## config.mk

```make
export PLATFORM = sky130hd
export DESIGN_NAME = reg_status
export DESIGN_NICKNAME = d
export VERILOG_FILES = /design/src/logic/rob_pkg.sv /design/src/logic/reg_status.sv
export SDC_FILE = /design/constraint.sdc
export NUM_CORES = 2
export LEC_CHECK = 0
export BUFFER_PORTS_ARGS = -buffer_cell sky130_fd_sc_hd__buf_2
export CELL_PAD_IN_SITES_DETAIL_PLACEMENT = 0
export CELL_PAD_IN_SITES_GLOBAL_PLACEMENT = 1
export CORE_MARGIN = 3
export CORE_UTILIZATION = 59
export DETAILED_ROUTE_END_ITERATION = 10
export PLACE_DENSITY_LB_ADDON = 0.1
export SETUP_SLACK_MARGIN = 0.15
export SLEW_MARGIN = 20
export SYNTH_ARGS = -nofsm -noshare
export SYNTH_HDL_FRONTEND = slang
export SYNTH_SLANG_ARGS = --single-unit
```

## constraint.sdc

```tcl
create_clock -name clk -period 7.4 [get_ports clk]
set_clock_uncertainty 0.2 [all_clocks]
set_input_delay 0.37 -clock clk [delete_from_list [all_inputs] [get_ports clk]]
set_output_delay 0.37 -clock clk [all_outputs]
set_load 0.01 [all_outputs]
```

## src/logic/rob_pkg.sv

```systemverilog
`default_nettype none

package rob_pkg;

    // Encodings follow the decoder used by the rest of the core
    typedef enum logic [4:0] {
        OP_ADD   = 5'b00000,
        OP_AND   = 5'b00001,
        OP_OR    = 5'b00010,
        OP_SLL   = 5'b00011,
        OP_SRL   = 5'b00100,
        OP_SLT   = 5'b00101,
        OP_SLTU  = 5'b00110,
        OP_SRA   = 5'b00111,
        OP_SUB   = 5'b01000,
        OP_XOR   = 5'b01001,
        OP_BEQ   = 5'b01010,
        OP_BGE   = 5'b01011,
        OP_BNE   = 5'b01100,
        OP_BGEU  = 5'b01101,
        OP_LUI   = 5'b01110,
        OP_AUIPC = 5'b01111,
        OP_JAL   = 5'b10000,
        OP_JALR  = 5'b10001,
        OP_BLT   = 5'b11010,
        OP_BLTU  = 5'b11011,
        OP_NONE  = 5'b11111
    } op_e;

    typedef enum logic [1:0] {
        ST_EXEC      = 2'b00, // Waiting for the ALU
        ST_DONE      = 2'b01,
        ST_NOT_TAKEN = 2'b10
    } entry_state_e;

    typedef logic [2:0] tag_t; // Tag 0 means no producer

    localparam int ROB_DEPTH = 7;

    typedef struct packed {
        op_e         op;
        logic [4:0]  rd;
        logic [4:0]  rs1;
        logic [4:0]  rs2;
        logic [31:0] imm;
        logic [31:0] pc;
        logic        has_imm;
    } instr_t;

    typedef struct packed {
        logic [31:0] value;
        tag_t        tag;
    } operand_t;

    typedef struct packed {
        op_e         op;
        tag_t        dest;
        operand_t    src1;
        operand_t    src2;
        logic [31:0] imm;
        logic [31:0] pc;
    } issue_t;

    typedef struct packed {
        logic        valid;
        tag_t        tag;
        logic [31:0] value;
    } cdb_t;

    typedef struct packed {
        logic        valid;
        tag_t        tag;
        logic [4:0]  rd;
        logic [31:0] value;
    } commit_t;

    function automatic logic is_branch(op_e op);
        return op inside {OP_BEQ, OP_BNE, OP_BLT, OP_BGE, OP_BLTU, OP_BGEU};
    endfunction

    // LUI, AUIPC and JAL finish at allocation and never reach the station
    function automatic logic uses_alu(op_e op);
        return !(op inside {OP_LUI, OP_AUIPC, OP_JAL, OP_NONE});
    endfunction

endpackage

`default_nettype wire

```

## src/logic/reg_status.sv

```systemverilog
`default_nettype none

module reg_status (
    input  logic               clk,
    input  logic               rst,
    input  logic [4:0]         rs1,
    input  logic [4:0]         rs2,
    output rob_pkg::operand_t  src1_raw,
    output rob_pkg::operand_t  src2_raw,
    input  logic               alloc,
    input  logic [4:0]         alloc_rd,
    input  rob_pkg::tag_t      alloc_tag,
    input  rob_pkg::commit_t   commit
);

    logic [31:0]   regs [1:31];
    rob_pkg::tag_t tags [1:31];

    // x0 reads as a present zero
    function automatic rob_pkg::operand_t read_port(logic [4:0] rs);
        rob_pkg::operand_t res;
        if (rs == 5'd0) begin
            res.value = '0;
            res.tag   = '0;
        end else begin
            res.value = regs[rs];
            res.tag   = tags[rs];
        end
        return res;
    endfunction

    always_comb begin
        src1_raw = read_port(rs1);
        src2_raw = read_port(rs2);
    end

    always_ff @(posedge clk) begin
        if (!rst) begin
            for (int r = 1; r < 32; r++) begin
                regs[r] <= '0;
                tags[r] <= '0;
            end
        end else begin
            if (commit.valid && commit.rd != 5'd0) begin
                regs[commit.rd] <= commit.value;
                // A younger rename of the same register keeps its tag
                if (tags[commit.rd] == commit.tag) begin
                    tags[commit.rd] <= '0;
                end
            end
            if (alloc && alloc_rd != 5'd0) begin
                tags[alloc_rd] <= alloc_tag; // Last write wins over the clear above
            end
        end
    end

endmodule

`default_nettype wire

```

==> summary.md <==
| Metric | Value |
|---|---|
| Status | `complete, no violations` |
| Critical path startpoint category | `primary input` |
| Sink Count | `1120` |
| Post-layout nets | `3816` |
| Async S/R FF share, synth | `0%` |
| Synth unique cells | `42` |
| Num CTS Buffers | `117` |
| Crit path top cell by count | `mux4_2` |
| Flop2flop setup slack | `3.93 ns` |
| Hold_buf cts | `32` |
| Crit-path max FO | `62` |
| Die height | `328 µm` |
| Hold Fails Final Rpt | `0` |
| Longest Clk Path Bufs | `3` |
| Commonest cells post-synth | `1120 x edfxtp_1, 837 x and3_1, 700 x mux4_2` |
| DP Wirelength | `108000 µm` |
| H-tree Lvls | `3` |
| Core ar. | `0.102 mm²` |
| Largest net degree at the start of global routing | `161` |
| Crit path DAT | `3.88 ns` |
| Clock Latency Late Sink | `0.71 ns` |
| Worst-path cell chain | `buf_8 -> buf_4 -> mux4_2 -> mux4_2 -> mux2i_1 -> nor2_1 -> buf_2` |
| Number of gates resized after cts | `0` |
| Hold path depth | `3` |
| F_max | `225 MHz` |
| Top cell type by total area after synthesis | `edfxtp_1` |
| LEAKAGE | `25.3 nW` |
| Synth top area share | `55.0%` |
| Vias in the first global route | `39700` |
| Rel. slew slack | `21.0%` |
| Register area share after synthesis | `55.0%` |
| Min Clock Period, post-route | `4.45 ns` |
| Crit Path Category | `primary input to output port` |
| Final setup violation count | `0` |
| Area Growth Syn to Fin | `9.08%` |
| Largest cells by area after synthesis | `edfxtp_1 55%, mux4_2 26%, and3_1 8.6%, and2_1 2.6%, clkbuf_1 2.6%` |
| Layout cells sized above 1 | `29.5%` |
| Worst-Margin Slew | `1.18 ns` |
| DRC violations left | `0` |
| Core Rows | `117` |
| Slowest stage delay, CP | `0.88 ns` |
| Syn_area_per_cell | `15.9 µm²` |
| FF-to-FF Start | `tags[27][2]` |
| Routed len/inst | `37.4 µm` |
| Power density over the cells | `231 mW/mm²` |
| First-pass GRT wire length | `283000 µm` |
| Hold Path Sink | `tags[3][1]` |
| Post-CTS Setup Inserts | `0` |
| Max Slew Vio Count | `0` |
| CP bufs+invs | `3` |
| Post-synth top flop | `edfxtp_1` |
| GPL Wtd Cong | `0.941` |
| Worst min-delay path class | `primary input to flip-flop` |
| Clk root buf | `clkbuf_16` |
| Die area | `0.108 mm²` |
| Antenna violations before repair | `13` |
| CP max-delay cell | `buf_4` |
| CTS tree | `done` |
| Number of iterations in the first detailed-routing pass | `6` |
| IO Count | `132` |
| R2R depth | `6` |
| Clock transition at path regs | `0.06 ns` |
| DR vias | `39300` |
| Beginning of the worst hold path | `alloc_rd[2]` |
| Largest vdd supply drop | `0.221 mV` |
| YS warnings | `0` |
| Initial Util | `59.8%` |
| Register bit total from synthesis | `1120` |
| Count leader, synth | `edfxtp_1` |
| Cells after synthesis | `3858` |
| Vias/cell | `7.50` |
| Count of max-cap constraint violations | `0` |
| Critical Path RT | `6.83 ns` |
| RSZ-0062 raised after global routing | `no` |
| Die Wd | `328 µm` |
| Min Hold Slack | `0.113 ns` |
| GRT Util Overall | `36.9%` |
| Critical path's top delay family | `multiplexers` |
| Synthesized area | `0.0612 mm²` |
| Total Neg Setup Slack | `0 ns` |
| Post-DRT Antenna Nets | `0` |
| Port Buffers | `131` |
| Initial DRC Count | `6188` |
| Setup crit end kind | `output port` |
| Number of synthesized flops with an enable pin | `1120` |
| RR Endpoint | `tags[30][0]` |
| Total grt overflow | `0` |
| Fin crit share | `60.1%` |
| Total detailed-routing wirelength | `196000 µm` |
## through the flow
step / util, % / power [W] / worst slack, ns / std cells / instance area, µm²
after floorplan: - / 0.00889 / 4.40 / 3895 / 61300
after global placement: 61.1 / 0.00960 / 2.90 / 4968 / 62600
after detailed placement: 61.2 / 0.00967 / 2.88 / 4969 / 62600
after CTS: 65.1 / 0.0154 / 3.03 / 5220 / 66600
after global routing: 65.2 / 0.0158 / 2.87 / 5227 / 66700
final: 65.2 / 0.0154 / 2.95 / 5235 / 66700
## where the power goes
part	switching, W	total, W	internal (W)	leakage [nW]
Combinational	0.00118	0.00206	0.000883	12.8
Sequential	0.000199	0.00753	0.00734	10.7
Clock	0.00251	0.00581	0.00330	1.84
## worst max-delay path by stage
stage                     cells past startpoint  startpoint            to
after floorplan                               8  commit[33]   regs[19][0]
after detailed placement                      8         rst   regs[4][24]
after global routing                          7      rs1[0]  src1_raw[21]
after CTS                                     7      rs1[0]   src1_raw[0]
final                                         7      rs1[0]  src1_raw[21]
after global placement                        8         rst   regs[4][23]
## cell families after synthesis
kind of cell	synth area share, %
compound gates	0.736
xor+xnor	0.0143
buf+inv	3.42
flops	55.0
mux	27.7
other cells	0.00613
simple gates	13.1
## sequential cells by signal, indices dropped and copies added, names as in the netlist
name  cells
regs   1024
tags     96
## cells in the final DEF, fill, tap and decap left out, types with 8 or more instances in the layout
cell           count
dlygate4sd3_1     32
and2_1           253
clkinv_1          30
clkbuf_16        120
nor3_1             8
and3_1           832
bufinv_16         10
inv_1             12
nand2_2           30
nand3_1            8
nor2b_1           23
o311ai_1           8
o22ai_1           23
buf_2            121
buf_12             8
mux4_2           700
buf_4             81
clkinv_2          30
conb_1            38
edfxtp_1        1120
nand2_1           37
diode_2           13
o31ai_1           22
nor2_1            97
mux2i_1          118
clkbuf_1          23
## layer usage
layer | vias to the layer above | global-route usage [%] | wire, µm
met2 | 2926 | 57.5 | 93500
li1 | 15400 | - | -
met4 | 6 | 17.7 | 10200
met3 | 538 | 8.63 | 23400
met5 | - | 0 | 36
met1 | 20400 | 49.9 | 68600
## area by class of cell
class,count,area (µm²)
antenna,13,32.5
timing repair buffer,250,1830
tap,1368,1710
inverter,12,45.0
multi-input combinational,2253,25700
sequential,1120,33600
fill,7063,35600
clock inverter,76,633
clock buffer,143,3090
## worst register-to-register path, delay by kind of cell, from the launching register on
kind	cells	cell delay, ns
AOI/OAI and AO/OA	4	1.74
muxes	1	0.30
and+or+nand+nor	1	0.43
DFF	1	0.45
Power figures use the tool's default switching activity.
