File: src/logic/rob_pkg.sv
`default_nettype none

package rob_pkg;

    // Encodings follow the decoder used by the rest of the core
    typedef enum logic [4:0] {
        OP_ADD   = 5'b00000,
        OP_AND   = 5'b00001,
        OP_OR    = 5'b00010,
        OP_SLL   = 5'b00011,
        OP_SRL   = 5'b00100,
        OP_SLT   = 5'b00101,
        OP_SLTU  = 5'b00110,
        OP_SRA   = 5'b00111,
        OP_SUB   = 5'b01000,
        OP_XOR   = 5'b01001,
        OP_BEQ   = 5'b01010,
        OP_BGE   = 5'b01011,
        OP_BNE   = 5'b01100,
        OP_BGEU  = 5'b01101,
        OP_LUI   = 5'b01110,
        OP_AUIPC = 5'b01111,
        OP_JAL   = 5'b10000,
        OP_JALR  = 5'b10001,
        OP_BLT   = 5'b11010,
        OP_BLTU  = 5'b11011,
        OP_NONE  = 5'b11111
    } op_e;

    typedef enum logic [1:0] {
        ST_EXEC      = 2'b00, // Waiting for the ALU
        ST_DONE      = 2'b01,
        ST_NOT_TAKEN = 2'b10
    } entry_state_e;

    typedef logic [2:0] tag_t; // Tag 0 means no producer

    localparam int ROB_DEPTH = 7;

    typedef struct packed {
        op_e         op;
        logic [4:0]  rd;
        logic [4:0]  rs1;
        logic [4:0]  rs2;
        logic [31:0] imm;
        logic [31:0] pc;
        logic        has_imm;
    } instr_t;

    typedef struct packed {
        logic [31:0] value;
        tag_t        tag;
    } operand_t;

    typedef struct packed {
        op_e         op;
        tag_t        dest;
        operand_t    src1;
        operand_t    src2;
        logic [31:0] imm;
        logic [31:0] pc;
    } issue_t;

    typedef struct packed {
        logic        valid;
        tag_t        tag;
        logic [31:0] value;
    } cdb_t;

    typedef struct packed {
        logic        valid;
        tag_t        tag;
        logic [4:0]  rd;
        logic [31:0] value;
    } commit_t;

    function automatic logic is_branch(op_e op);
        return op inside {OP_BEQ, OP_BNE, OP_BLT, OP_BGE, OP_BLTU, OP_BGEU};
    endfunction

    // LUI, AUIPC and JAL finish at allocation and never reach the station
    function automatic logic uses_alu(op_e op);
        return !(op inside {OP_LUI, OP_AUIPC, OP_JAL, OP_NONE});
    endfunction

endpackage

`default_nettype wire

File: src/logic/alu_station.sv
`default_nettype none

module alu_station #(
    parameter int STATION_SLOTS = 4
) (
    input  logic             clk,
    input  logic             rst,
    input  rob_pkg::issue_t  issue,
    input  logic             issue_valid,
    output logic             station_full,
    output rob_pkg::cdb_t    cdb
);

    localparam int IW = $clog2(STATION_SLOTS);

    rob_pkg::issue_t          slot     [STATION_SLOTS];
    logic [IW-1:0]            slot_age [STATION_SLOTS];
    logic [STATION_SLOTS-1:0] slot_valid;

    logic          pick_valid;
    logic [IW-1:0] pick;
    logic [IW-1:0] pick_age;
    logic          free_valid;
    logic [IW-1:0] free_idx;
    logic [IW:0]   n_valid;
    logic          cdb_valid_q;
    rob_pkg::tag_t cdb_tag_q;
    logic [31:0]   cdb_value_q;

    function automatic logic [31:0] alu_exec(rob_pkg::issue_t s);
        logic [31:0] a;
        logic [31:0] b;
        logic [31:0] res;
        a = s.src1.value;
        b = s.src2.value;
        case (s.op)
            rob_pkg::OP_ADD:  res = a + b;
            rob_pkg::OP_SUB:  res = a - b;
            rob_pkg::OP_AND:  res = a & b;
            rob_pkg::OP_OR:   res = a | b;
            rob_pkg::OP_XOR:  res = a ^ b;
            rob_pkg::OP_SLL:  res = a << b[4:0];
            rob_pkg::OP_SRL:  res = a >> b[4:0];
            rob_pkg::OP_SRA:  res = $signed(a) >>> b[4:0];
            rob_pkg::OP_SLT:  res = {31'd0, $signed(a) < $signed(b)};
            rob_pkg::OP_SLTU: res = {31'd0, a < b};
            rob_pkg::OP_BEQ:  res = {31'd0, a == b}; // Branches return the condition
            rob_pkg::OP_BNE:  res = {31'd0, a != b};
            rob_pkg::OP_BLT:  res = {31'd0, $signed(a) < $signed(b)};
            rob_pkg::OP_BGE:  res = {31'd0, $signed(a) >= $signed(b)};
            rob_pkg::OP_BLTU: res = {31'd0, a < b};
            rob_pkg::OP_BGEU: res = {31'd0, a >= b};
            rob_pkg::OP_JALR: res = a + s.imm;
            default:          res = '0;
        endcase
        return res;
    endfunction

    function automatic rob_pkg::operand_t snoop(rob_pkg::operand_t src);
        rob_pkg::operand_t res;
        res = src;
        if (cdb.valid && src.tag != '0 && src.tag == cdb.tag) begin
            res.value = cdb.value;
            res.tag   = '0;
        end
        return res;
    endfunction

    // Oldest ready slot has the lowest age
    always_comb begin
        pick_valid = 1'b0;
        pick       = '0;
        pick_age   = '0;
        free_valid = 1'b0;
        free_idx   = '0;
        n_valid    = '0;
        for (int i = 0; i < STATION_SLOTS; i++) begin
            if (slot_valid[i] && slot[i].src1.tag == '0 && slot[i].src2.tag == '0 &&
                (!pick_valid || slot_age[i] < pick_age)) begin
                pick_valid = 1'b1;
                pick       = IW'(i);
                pick_age   = slot_age[i];
            end
            if (!slot_valid[i] && !free_valid) begin
                free_valid = 1'b1;
                free_idx   = IW'(i);
            end
            n_valid = n_valid + (IW + 1)'(slot_valid[i]);
        end
    end

    assign station_full = &slot_valid;

    always_ff @(posedge clk) begin
        if (!rst) begin
            slot_valid  <= '0;
            cdb_valid_q <= 1'b0;
        end else begin
            cdb_valid_q <= pick_valid;
            if (pick_valid) begin
                slot_valid[pick] <= 1'b0;
            end
            if (issue_valid && free_valid) begin
                slot_valid[free_idx] <= 1'b1;
            end
        end
    end

    always_ff @(posedge clk) begin
        cdb_tag_q   <= slot[pick].dest;
        cdb_value_q <= alu_exec(slot[pick]);
        for (int i = 0; i < STATION_SLOTS; i++) begin
            slot[i].src1 <= snoop(slot[i].src1);
            slot[i].src2 <= snoop(slot[i].src2);
            if (slot_valid[i] && pick_valid && slot_age[i] > pick_age) begin
                slot_age[i] <= slot_age[i] - 1'b1; // Close the gap left by the leaving slot
            end
        end
        if (issue_valid && free_valid) begin
            slot[free_idx]      <= issue;
            slot[free_idx].src1 <= snoop(issue.src1);
            slot[free_idx].src2 <= snoop(issue.src2);
            slot_age[free_idx]  <= IW'(n_valid - (IW + 1)'(pick_valid));
        end
    end

    always_comb begin
        cdb.valid = cdb_valid_q;
        cdb.tag   = cdb_tag_q;
        cdb.value = cdb_value_q;
    end

endmodule

`default_nettype wire

File: config.mk
export PLATFORM = sky130hd
export DESIGN_NAME = alu_station
export DESIGN_NICKNAME = d
export VERILOG_FILES = /design/src/logic/rob_pkg.sv /design/src/logic/alu_station.sv
export SDC_FILE = /design/constraint.sdc
export NUM_CORES = 1
export LEC_CHECK = 0
export ABC_CLOCK_PERIOD_IN_PS = 10300
export CAP_MARGIN = 20
export CELL_PAD_IN_SITES_DETAIL_PLACEMENT = 1
export CELL_PAD_IN_SITES_GLOBAL_PLACEMENT = 2
export CORE_MARGIN = 2
export CORE_UTILIZATION = 29
export DETAILED_ROUTE_END_ITERATION = 10
export DONT_BUFFER_PORTS = 1
export PLACE_DENSITY_LB_ADDON = 0.1
export SYNTH_ARGS = -nofsm -noshare
export SYNTH_HDL_FRONTEND = slang
export SYNTH_SLANG_ARGS = --single-unit
export TNS_END_PERCENT = 20
File: constraint.sdc
create_clock -name clk -period 10.3 [get_ports clk]
set_clock_uncertainty 0.15 [all_clocks]
set_input_delay 1.545 -clock clk [delete_from_list [all_inputs] [get_ports clk]]
set_output_delay 1.545 -clock clk [all_outputs]
set_load 0.01 [all_outputs]
==> metrics.yaml <==
hold_path:
  min-delay-start: "slot[1][136]"
  holdPathStages: 1
  worstHoldPathType: "reg2reg"
final_layout:
  final_nets: 3362
  fin_area_um2: 36140
  final_util_pct: 33.85
  area_growth_pct: 16.08
  layoutNonFillerInstCount: 4525
  drive_gt1_share_pct: 20.51
cts:
  cts_tree: "done"
  clock_sinks: 488
  h-tree-depth: 2
  path_clk_slew_ps: 60
  hold_buffers: 0
  cts_buffer_depth: 3
  clk_latency_ps: 630
  ctsRootBufferMaster: "clkbuf_16"
  numCtsBuffers: 58
drt:
  wirelength_um: 145700
  drt_iter0_drc: 1933
  antenna_left: 0
  wl_per_cell_um: 32.19
  drc: 0
  vias: 25320
  dr.pass1.iters: 5
  vias_per_cell: 5.595
logic_synthesis:
  synth_cell_type_count: 89
  netlist_area_um2: 31130
  synth_top_area_share_pct: 43.21
  ys.flop_type: "edfxtp_1"
  synth_edf_count: 448
  yosysWarnings: 0
  avgSynthCellArea_um2: 10.53
  synthArstFlopShare_pct: 0
  syn-instance-count: 2956
  yosys-top-cells-area: "edfxtp_1 43%, mux2_2 9.5%, mux2i_1 6.7%"
  syn_nets: 3246
  yosys.area.top_type: "edfxtp_1"
  synth-seq-cells: 488
  ys_seq_area_share_pct: 45.78
sta:
  period_share_pct: 93.60
  fin_ws_ps: 659.2
  finalCriticalPeriod_ps: 9641
  hold_violations: 0
  rsz0062_at_grt: "no"
  setup-violations-final: 0
  relSlewSlack_pct: 25.18
  max_slew.worst_pin.slew_ps: 1119
  fin_setup_tns_ps: 0
  report.final.slew_viol_count: 0
  max_freq_mhz: 103.7
die:
  rows: 120
  die_h_um: 331.6
  start_util_pct: 29.16
  core-area_um2: 106800
  die_x_um: 331.6
  io_pins: 182
  die-area_um2: 110000
worst_setup_path:
  r2r_start: "slot[0][101]"
  cp-end-kind: "flip-flop"
  worst-endpoint-required_ps: 10630
  critPathKind: "reg2reg"
  worstPathArrival_ps: 9970
  start_kind: "flip-flop"
  worst_path_largest_cell_delay_ps: 560
  worst_path_max_delay_cell: "a2111oi_0"
  startpoint: "slot[0][101]"
  crit_top_cell: "a21oi_1"
  ff2ff_setup_slack_ps: 660
  reg2reg_depth: 41
  worstPathMaxFanout: 5
power:
  switching_share_pct: 31.99
  power_switching_mw: 1.883
  p_comb_share_pct: 25.2
  power_frac_seq_pct: 40.8
  vdd_drop_max_mv: 0.1120
  p_int_mw: 4.003
  pwr_density_cell_nw_per_um2: 162.9
  power_frac_clock_pct: 34.0
  p_leak_nw: 13.67
outcome:
  status: "finished clean"
place:
  dp_hpwl_um: 107000
  gp_congestion: 0.9449
  place_ws_ps: 438.7
  place_area_um2: 34300
  dp_cells: 4414
  portBuffers: 0
run:
  drv_cap: 0
global_routing:
  grt_pass1_wl_um: 204500
  track_usage_pct: 25.86
  gr-total-overflow: 0
  grt_antenna_before_repair: 5
  grt_pass1_vias: 26010
  grt_max_degree: 82
critical path, delay by kind of cell (launching register included):
family,cells,cell delay [ps]
buffers and inverters,4,610
AOI/OAI and AO/OA,19,4370
and+or+nand+nor,12,2050
adders and majority gates,5,1610
xor gates and xnor gates,1,190
DFF,1,480
sequential cells by signal (all words and copies together) (netlist names):
register	count
slot_valid	4
slot_age	8
slot	440
cdb_valid_q	1
cdb_value_q	32
cdb_tag_q	3
path summary, 6_finish.rpt:
path | end
max | cdb_value_q[28]
min | cdb_tag_q[2]
max reg2reg | cdb_value_q[28]
min reg2reg | cdb_tag_q[2]
Yosys cell counts (8+ instances only):
cell      number
and3_1        21
o31ai_1       13
inv_1        105
nand2_1      246
o21ai_1       41
a221o_1       11
nor2b_1       15
dfxtp_1       40
nor4_1        12
a211oi_1      39
nand3_1       41
mux2i_1      208
nor3_1        53
or3_1         64
o22ai_1       28
a22oi_1       13
a21o_1        14
a211o_1       11
a221oi_1      29
buf_4          8
mux2_2       263
edfxtp_1     448
o221ai_1      36
buf_1         15
nand2b_1       9
o21a_1        16
o211ai_1      21
o21ai_0      185
a21oi_1      164
o32ai_1        8
nand3b_1       9
buf_2         35
clkbuf_1     119
a31oi_1       20
o21bai_1      14
nand4_1       15
xnor2_1       42
xor2_1        17
nor2_1       254
ha_1         142
cells in the final DEF (no fill, tap or decap), types with 40 or more instances in the layout:
cell type / instances
a21oi_1: 164
buf_4: 219
clkbuf_16: 58
dfxtp_1: 40
edfxtp_1: 448
ha_1: 141
inv_1: 99
mux2_2: 263
mux2i_1: 208
nand2_1: 245
nand3_1: 40
nor2_1: 245
nor3_1: 53
o21ai_0: 175
or3_1: 64
xnor2_1: 42
metrics by stage:
| stage | hold slack, ps | total power [mW] |
|---|---|---|
| finish | 393.6 | 5.887 |
| global route | 432.5 | 6.127 |
| global placement | 416.2 | 3.891 |
| detailed placement | 425.6 | 3.919 |
| CTS | 436.2 | 5.948 |
| floorplan | 298.4 | 3.256 |
cell families (layout without fill, tap and decap cells):
logic type,count (synthesis),in the layout,share of synthesized area [%]
xor gates and xnor gates,59,59,1.660
adders and majority gates,145,145,5.900
AOI/OAI and AO/OA,733,733,15.27
other,0,2,0
and+or+nand+nor,770,770,11.28
buffers and inverters,287,451,3.754
muxes,474,474,16.35
DFF,488,488,45.78
per-layer routing:
| metal | global-route usage [%] | share of wire [%] |
|---|---|---|
| met5 | 0 | 0.0082 |
| met4 | 8.190 | 3.4 |
| met3 | 3.502 | 4.7 |
| met2 | 43.04 | 47 |
| met1 | 34.67 | 45 |
cell type report:
cell class	instances	area [um2]
Tap cell	1403	1755
Clock buffer	82	1562
Fill cell	11790	70610
Inverter	108	407.9
Clock inverter	26	241.5
Timing Repair Buffer	235	1956
Sequential cell	488	14250
Antenna cell	2	5.005
Multi-Input combinational cell	2181	15960
repair_timing:
item                                    in CTS  in global routing
endpoints found under the setup margin       0                  2
gates resized for setup                      0                  5
buffers inserted                             0                  0
hold endpoints to repair                     0                  0
power by group through the flow:
stage / logic, mW / registers (mW) / clock network [mW]
floorplan: 0.854 / 2.40 / 0
detailed placement: 1.47 / 2.45 / 0
CTS: 1.48 / 2.40 / 2.06
finish: 1.49 / 2.40 / 2.00
global placement: 1.45 / 2.44 / 0
global route: 1.59 / 2.41 / 2.13
Note: power is estimated with default switching activity, not from simulation.
