--- config.mk ---
export PLATFORM = sky130hd
export DESIGN_NAME = reorder_buffer
export DESIGN_NICKNAME = d
export VERILOG_FILES = /design/src/logic/rob_pkg.sv /design/src/logic/reorder_buffer.sv
export SDC_FILE = /design/constraint.sdc
export NUM_CORES = 2
export LEC_CHECK = 0
export BUFFER_PORTS_ARGS = -buffer_cell sky130_fd_sc_hd__buf_2
export CAP_MARGIN = 20
export CORE_AREA = 5 5 296 298
export CTS_CLUSTER_SIZE = 25
export DETAILED_ROUTE_END_ITERATION = 8
export DIE_AREA = 0 0 301 303
export PLACE_DENSITY = 0.83
export SETUP_SLACK_MARGIN = 0.1
export SLEW_MARGIN = 0
export SYNTH_ARGS = -nofsm -noshare
export SYNTH_HDL_FRONTEND = slang
export SYNTH_SLANG_ARGS = --single-unit
--- constraint.sdc ---
create_clock -name clk -period 10.9 [get_ports clk]
set_input_delay 1.635 -clock clk [delete_from_list [all_inputs] [get_ports clk]]
set_output_delay 1.635 -clock clk [all_outputs]
set_load 0.005 [all_outputs]
--- src/logic/rob_pkg.sv ---
`default_nettype none

package rob_pkg;

    // Encodings follow the decoder used by the rest of the core
    typedef enum logic [4:0] {
        OP_ADD   = 5'b00000,
        OP_AND   = 5'b00001,
        OP_OR    = 5'b00010,
        OP_SLL   = 5'b00011,
        OP_SRL   = 5'b00100,
        OP_SLT   = 5'b00101,
        OP_SLTU  = 5'b00110,
        OP_SRA   = 5'b00111,
        OP_SUB   = 5'b01000,
        OP_XOR   = 5'b01001,
        OP_BEQ   = 5'b01010,
        OP_BGE   = 5'b01011,
        OP_BNE   = 5'b01100,
        OP_BGEU  = 5'b01101,
        OP_LUI   = 5'b01110,
        OP_AUIPC = 5'b01111,
        OP_JAL   = 5'b10000,
        OP_JALR  = 5'b10001,
        OP_BLT   = 5'b11010,
        OP_BLTU  = 5'b11011,
        OP_NONE  = 5'b11111
    } op_e;

    typedef enum logic [1:0] {
        ST_EXEC      = 2'b00, // Waiting for the ALU
        ST_DONE      = 2'b01,
        ST_NOT_TAKEN = 2'b10
    } entry_state_e;

    typedef logic [2:0] tag_t; // Tag 0 means no producer

    localparam int ROB_DEPTH = 7;

    typedef struct packed {
        op_e         op;
        logic [4:0]  rd;
        logic [4:0]  rs1;
        logic [4:0]  rs2;
        logic [31:0] imm;
        logic [31:0] pc;
        logic        has_imm;
    } instr_t;

    typedef struct packed {
        logic [31:0] value;
        tag_t        tag;
    } operand_t;

    typedef struct packed {
        op_e         op;
        tag_t        dest;
        operand_t    src1;
        operand_t    src2;
        logic [31:0] imm;
        logic [31:0] pc;
    } issue_t;

    typedef struct packed {
        logic        valid;
        tag_t        tag;
        logic [31:0] value;
    } cdb_t;

    typedef struct packed {
        logic        valid;
        tag_t        tag;
        logic [4:0]  rd;
        logic [31:0] value;
    } commit_t;

    function automatic logic is_branch(op_e op);
        return op inside {OP_BEQ, OP_BNE, OP_BLT, OP_BGE, OP_BLTU, OP_BGEU};
    endfunction

    // LUI, AUIPC and JAL finish at allocation and never reach the station
    function automatic logic uses_alu(op_e op);
        return !(op inside {OP_LUI, OP_AUIPC, OP_JAL, OP_NONE});
    endfunction

endpackage

`default_nettype wire

--- src/logic/reorder_buffer.sv ---
`default_nettype none

module reorder_buffer (
    input  logic               clk,
    input  logic               rst,
    input  logic               alloc,
    input  rob_pkg::instr_t    instr,
    input  rob_pkg::operand_t  src1_raw,
    input  rob_pkg::operand_t  src2_raw,
    output rob_pkg::tag_t      alloc_tag,
    output logic               full,
    output rob_pkg::issue_t    issue,
    output logic               issue_valid,
    input  rob_pkg::cdb_t      cdb,
    output rob_pkg::commit_t   commit,
    output logic               redirect_valid,
    output logic [31:0]        redirect_pc
);

    rob_pkg::op_e          ent_op    [1:rob_pkg::ROB_DEPTH];
    logic [4:0]            ent_rd    [1:rob_pkg::ROB_DEPTH];
    logic [31:0]           ent_pc    [1:rob_pkg::ROB_DEPTH];
    logic [31:0]           ent_imm   [1:rob_pkg::ROB_DEPTH];
    logic [31:0]           ent_value [1:rob_pkg::ROB_DEPTH];
    rob_pkg::entry_state_e ent_state [1:rob_pkg::ROB_DEPTH];

    rob_pkg::tag_t     head;
    rob_pkg::tag_t     tail;
    logic [2:0]        count;
    logic              do_commit;
    logic [31:0]       alloc_value;
    logic [31:0]       commit_value_d;
    logic              redirect_d;
    logic [31:0]       redirect_pc_d;
    rob_pkg::operand_t src1_fwd;
    rob_pkg::operand_t src2_fwd;
    logic              commit_valid_q;
    rob_pkg::tag_t     commit_tag_q;
    logic [4:0]        commit_rd_q;
    logic [31:0]       commit_value_q;

    function automatic rob_pkg::tag_t next_tag(rob_pkg::tag_t t);
        return (t == rob_pkg::tag_t'(rob_pkg::ROB_DEPTH)) ? rob_pkg::tag_t'(1) : t + 3'd1;
    endfunction

    // Resolves a renamed source from a finished entry or from this cycle's broadcast.
    // The link value of JALR is known at allocation, so it never waits on the ALU
    function automatic rob_pkg::operand_t forward(rob_pkg::operand_t raw);
        rob_pkg::operand_t res;
        res = raw;
        if (raw.tag != '0) begin
            if (ent_op[raw.tag] == rob_pkg::OP_JALR) begin
                res.value = ent_pc[raw.tag] + 32'd4;
                res.tag   = '0;
            end else if (ent_state[raw.tag] != rob_pkg::ST_EXEC) begin
                res.value = ent_value[raw.tag];
                res.tag   = '0;
            end else if (cdb.valid && cdb.tag == raw.tag) begin
                res.value = cdb.value;
                res.tag   = '0;
            end
        end
        return res;
    endfunction

    assign alloc_tag   = tail;
    assign full        = (count == 3'(rob_pkg::ROB_DEPTH));
    assign do_commit   = (count != '0) && (ent_state[head] != rob_pkg::ST_EXEC);
    assign issue_valid = alloc && rob_pkg::uses_alu(instr.op);

    always_comb begin
        src1_fwd   = forward(src1_raw);
        src2_fwd   = forward(src2_raw);
        issue.op   = instr.op;
        issue.dest = tail;
        issue.src1 = src1_fwd;
        issue.imm  = instr.imm;
        issue.pc   = instr.pc;
        if (instr.has_imm && !rob_pkg::is_branch(instr.op)) begin
            issue.src2.value = instr.imm;
            issue.src2.tag   = '0;
        end else begin
            issue.src2 = src2_fwd;
        end
    end

    always_comb begin
        case (instr.op)
            rob_pkg::OP_LUI:   alloc_value = instr.imm;
            rob_pkg::OP_AUIPC: alloc_value = instr.pc + instr.imm;
            rob_pkg::OP_JAL,
            rob_pkg::OP_JALR:  alloc_value = instr.pc + 32'd4;
            default:           alloc_value = '0;
        endcase
    end

    always_comb begin
        commit_value_d = ent_value[head];
        redirect_d     = 1'b0;
        redirect_pc_d  = ent_pc[head] + ent_imm[head];
        case (ent_op[head])
            rob_pkg::OP_JAL: begin
                commit_value_d = ent_pc[head] + 32'd4;
                redirect_d     = 1'b1;
            end
            rob_pkg::OP_JALR: begin
                commit_value_d = ent_pc[head] + 32'd4;
                redirect_d     = 1'b1;
                redirect_pc_d  = {ent_value[head][31:1], 1'b0}; // Target from the ALU
            end
            rob_pkg::OP_AUIPC: commit_value_d = ent_pc[head] + ent_imm[head];
            default: begin
                if (rob_pkg::is_branch(ent_op[head])) begin
                    commit_value_d = '0;
                    redirect_d     = (ent_state[head] == rob_pkg::ST_DONE);
                end
            end
        endcase
    end

    always_ff @(posedge clk) begin
        if (!rst) begin
            head           <= rob_pkg::tag_t'(1);
            tail           <= rob_pkg::tag_t'(1);
            count          <= '0;
            commit_valid_q <= 1'b0;
            redirect_valid <= 1'b0;
            for (int i = 1; i <= rob_pkg::ROB_DEPTH; i++) begin
                ent_state[i] <= rob_pkg::ST_EXEC;
            end
        end else begin
            if (alloc) begin
                ent_state[tail] <= rob_pkg::uses_alu(instr.op) ? rob_pkg::ST_EXEC
                                                               : rob_pkg::ST_DONE;
                tail <= next_tag(tail);
            end
            if (cdb.valid) begin
                if (rob_pkg::is_branch(ent_op[cdb.tag]) && cdb.value == '0) begin
                    ent_state[cdb.tag] <= rob_pkg::ST_NOT_TAKEN;
                end else begin
                    ent_state[cdb.tag] <= rob_pkg::ST_DONE;
                end
            end
            if (do_commit) begin
                head <= next_tag(head);
            end
            count          <= count + 3'(alloc) - 3'(do_commit);
            commit_valid_q <= do_commit;
            redirect_valid <= do_commit && redirect_d;
        end
    end

    always_ff @(posedge clk) begin
        if (alloc) begin
            ent_op[tail]    <= instr.op;
            ent_rd[tail]    <= rob_pkg::is_branch(instr.op) ? 5'd0 : instr.rd;
            ent_pc[tail]    <= instr.pc;
            ent_imm[tail]   <= instr.imm;
            ent_value[tail] <= alloc_value;
        end
        if (cdb.valid && !rob_pkg::is_branch(ent_op[cdb.tag])) begin
            ent_value[cdb.tag] <= cdb.value;
        end
        commit_tag_q   <= head;
        commit_rd_q    <= ent_rd[head];
        commit_value_q <= commit_value_d;
        redirect_pc    <= redirect_pc_d;
    end

    always_comb begin
        commit.valid = commit_valid_q;
        commit.tag   = commit_tag_q;
        commit.rd    = commit_rd_q;
        commit.value = commit_value_q;
    end

endmodule

`default_nettype wire

==> key figures <==
Run status
  – Outcome: complete, no violations

Clock network
  – Clock Pin Slew Worst Setup and Hold Paths: 0.06 ns
  – Post-CTS Resized: 0
  – Worst-Skew Late Latency: 0.70 ns
  – Hold-fix buffers, CTS: 0
  – Total setup buffers inserted after CTS: 0
  – Sink Count: between 800 and 900
  – Root buf cell: clkbuf_16
  – Clock buffer depth: 3
  – CTS tree: done
  – Number of H-tree levels: 3
  – CTS Buf Count: 90

Power and ir drop
  – Pwr Density: a little over 200 mW/mm2
  – Pleak: 21.8 nW
  – Total design power: 11.9 mW
  – Peak supply drop: 177 uV

Floorplan
  – Die area: about 0.091 mm2
  – Top-Level Pins: between 400 and 500
  – Rows: ~110
  – Die width: 301 um
  – Initial core utilization: 62.3%
  – Core area: 0.0846 mm2
  – Die Span Y: 303 um

Placement
  – Gpl congestion: 1.07
  – Post-placement cell area: 0.0548 mm2
  – Pre-CTS WS: approximately 3.4 ns
  – PortBufs: 404
  – Hpwl dp: between 100 and 150 mm

Drt
  – Initial drt markers: 6751
  – Antenna viol nets, final: 0
  – Wire per inst: 33.6 um
  – Via/cell ratio: between 7 and 8
  – Via Count: 42996
  – Drt pass-1 iters: 7
  – Detailed Route WL: 198 mm
  – Drt drc: 0

Finish
  – # nets final: 4901
  – Area delta synth->final: 9.84%
  – Layout cell share with drive strength beyond 1: between 20% and 30%
  – Design area: 0.0579 mm2
  – Core Util, Final: between 60% and 70%

Logic synthesis
  – Synth Instances: 4461
  – Synth top area share: around 43%
  – Post-synth top cells: edfxtp_1, mux2i_1, nor2_1
  – Synth cell types: 101
  – Yosys reg bits: 844
  – Post-synth design cell area: ~0.053 mm2
  – Post-Synthesis Net Count: 4730
  – Post-synthesis sequential area ratio: 46.4%
  – EDFF count, synth: 758
  – Synth area leader: edfxtp_1
  – Most frequent cell after synthesis: edfxtp_1
  – Async SR Flop Fraction: 0%
  – Top cells by area, synth: edfxtp_1, mux4_2, mux2i_1
  – Ys flop type: edfxtp_1
  – Synth Warn #: 0
  – Syn_area_per_cell: 11.8 um2

Global route
  – Overflow left after global routing: 0
  – First-pass GRT wire length: about 280 mm
  – Initial antenna violation count: 28
  – GRT Total Usage: between 40 and 50%
  – Vias in the first global route: 40438
  – Largest net degree at the start of global routing: 128

Min path
  – Hold path endpoint: commit_rd_q[2]
  – Hold Path Class: register to register
  – Hold Crit Depth: 2
  – Hold Startpoint: ent_rd[1][2]

STA
  – F_max: 127 MHz
  – Pins Over Slew Limit: 0
  – Worst-Margin Slew: 1.25 ns
  – Final setup fails: 0
  – Fin crit share: 72.3%
  – Final WS setup: around 3 ns
  – Min Tclk post-route: 7.88 ns
  – Slew HR: between 10% and 20%
  – TNS Setup: 0 ns
  – RSZ-0062 raised after global routing: no
  – Post-route clock skew: 0.0332 ns
  – Count of final hold-check violations: 0

Worst setup path
  – Crit path DAT: 6.24 ns
  – R2r endpoint: commit_value_q[31]
  – CP Capture Type: primary output
  – Critical path type: input port to primary output
  – CP max FO: 64
  – Worst Path Required: around 9.3 ns
  – Reg2Reg Setup Slack: 4.90 ns
  – Worst Reg-to-Reg Cells: 14
  – Startpoint Class: input port

Flow run
  – Number of max-cap violations: 0
==> flip-flops by register name, summed over array words and instances (netlist names), 5 cells and up, named ones only <==
name / count
ent_pc: 224
commit_value_q: 32
ent_imm: 224
ent_op: 35
ent_value: 224
commit_rd_q: 5
ent_state: 16
ent_rd: 35
redirect_pc: 32
==> critical path, stage by stage <==
cell	delay, ns
buf_4	0.41
buf_4	0.81
mux4_2	0.46
o221ai_1	0.29
nor3_2	0.79
nand2_2	0.26
nor3_1	0.64
xor2_1	0.28
o22ai_1	0.39
buf_2	0.19
==> how the worst max path moves through the flow <==
stage / from / to / slack (ns) / depth (start not counted)
after floorplan: src2_raw[2] / issue[89] / 4.45 / 14
after global placement: src2_raw[1] / issue[83] / 3.38 / 10
after detailed placement: src2_raw[1] / issue[83] / 3.36 / 10
after CTS: src2_raw[1] / issue[83] / 3.32 / 10
after global routing: src2_raw[1] / issue[83] / 3.07 / 10
final: src2_raw[2] / issue[98] / 3.02 / 10
==> cells in the final DEF (no fill, tap or decap), types with 31 or more instances in the layout <==
cell,instances
nor3_1,43
buf_4,79
xnor2_1,93
o21ai_0,277
nand2_1,298
and2_1,35
nand4_1,31
clkbuf_16,93
buf_2,401
inv_1,38
o22ai_1,39
xor2_1,51
ha_1,72
edfxtp_1,758
dfxtp_1,83
mux4_2,223
a21o_1,40
a211oi_1,210
nor2_1,311
a21oi_1,229
nand3_1,81
mux2_2,263
mux2i_1,379
==> where the power goes <==
part           internal (mW)  total, mW  switching (mW)
clock                   1.74       3.13            1.39
sequential              3.82       3.98           0.164
combinational           1.67       4.79            3.12
total                   7.23       11.9            4.67
==> logic make-up (layout without fill, tap and decap cells) <==
family	count (synthesis)	in the layout	share of synthesized area (%)
mux	870	870	22.6
compound gates	1044	1044	12.8
buf+inv	463	710	4.55
fa+ha+maj	75	75	1.82
simple gates	1021	1021	9.47
xor+xnor	144	144	2.39
other cells	0	20	0
flops	844	844	46.4
==> area by class of cell <==
type | count | area (um2)
Multi-Input combinational cell | 3154 | 25900
Inverter | 48 | 191
Antenna cell | 20 | 50.0
Clock buffer | 112 | 2450
Tap cell | 1144 | 1430
Sequential cell | 844 | 24500
Timing Repair Buffer | 494 | 2800
Clock inverter | 56 | 571
Fill cell | 6140 | 26700
==> layer usage <==
layer  GRT usage (%)  wire, um  vias to the layer above
li1                -         -                    17682
met1            51.9     64100                    20635
met2            61.7     83500                     3781
met3            18.4     33900                      882
met4            25.8     16000                       16
met5               0        98                        -
==> stage by stage <==
| step | cells | hold WS (ns) |
|---|---|---|
| 6_report | 5872 | 0.551 |
| 5_1_grt | 5857 | 0.571 |
| 4_1_cts | 5844 | 0.555 |
| 3_5_place_dp | 5676 | 0.548 |
| 3_3_place_gp | 5674 | 0.557 |
| 2_1_floorplan | 4461 | 0.354 |
No activity file was read; power rests on OpenSTA's default activity.
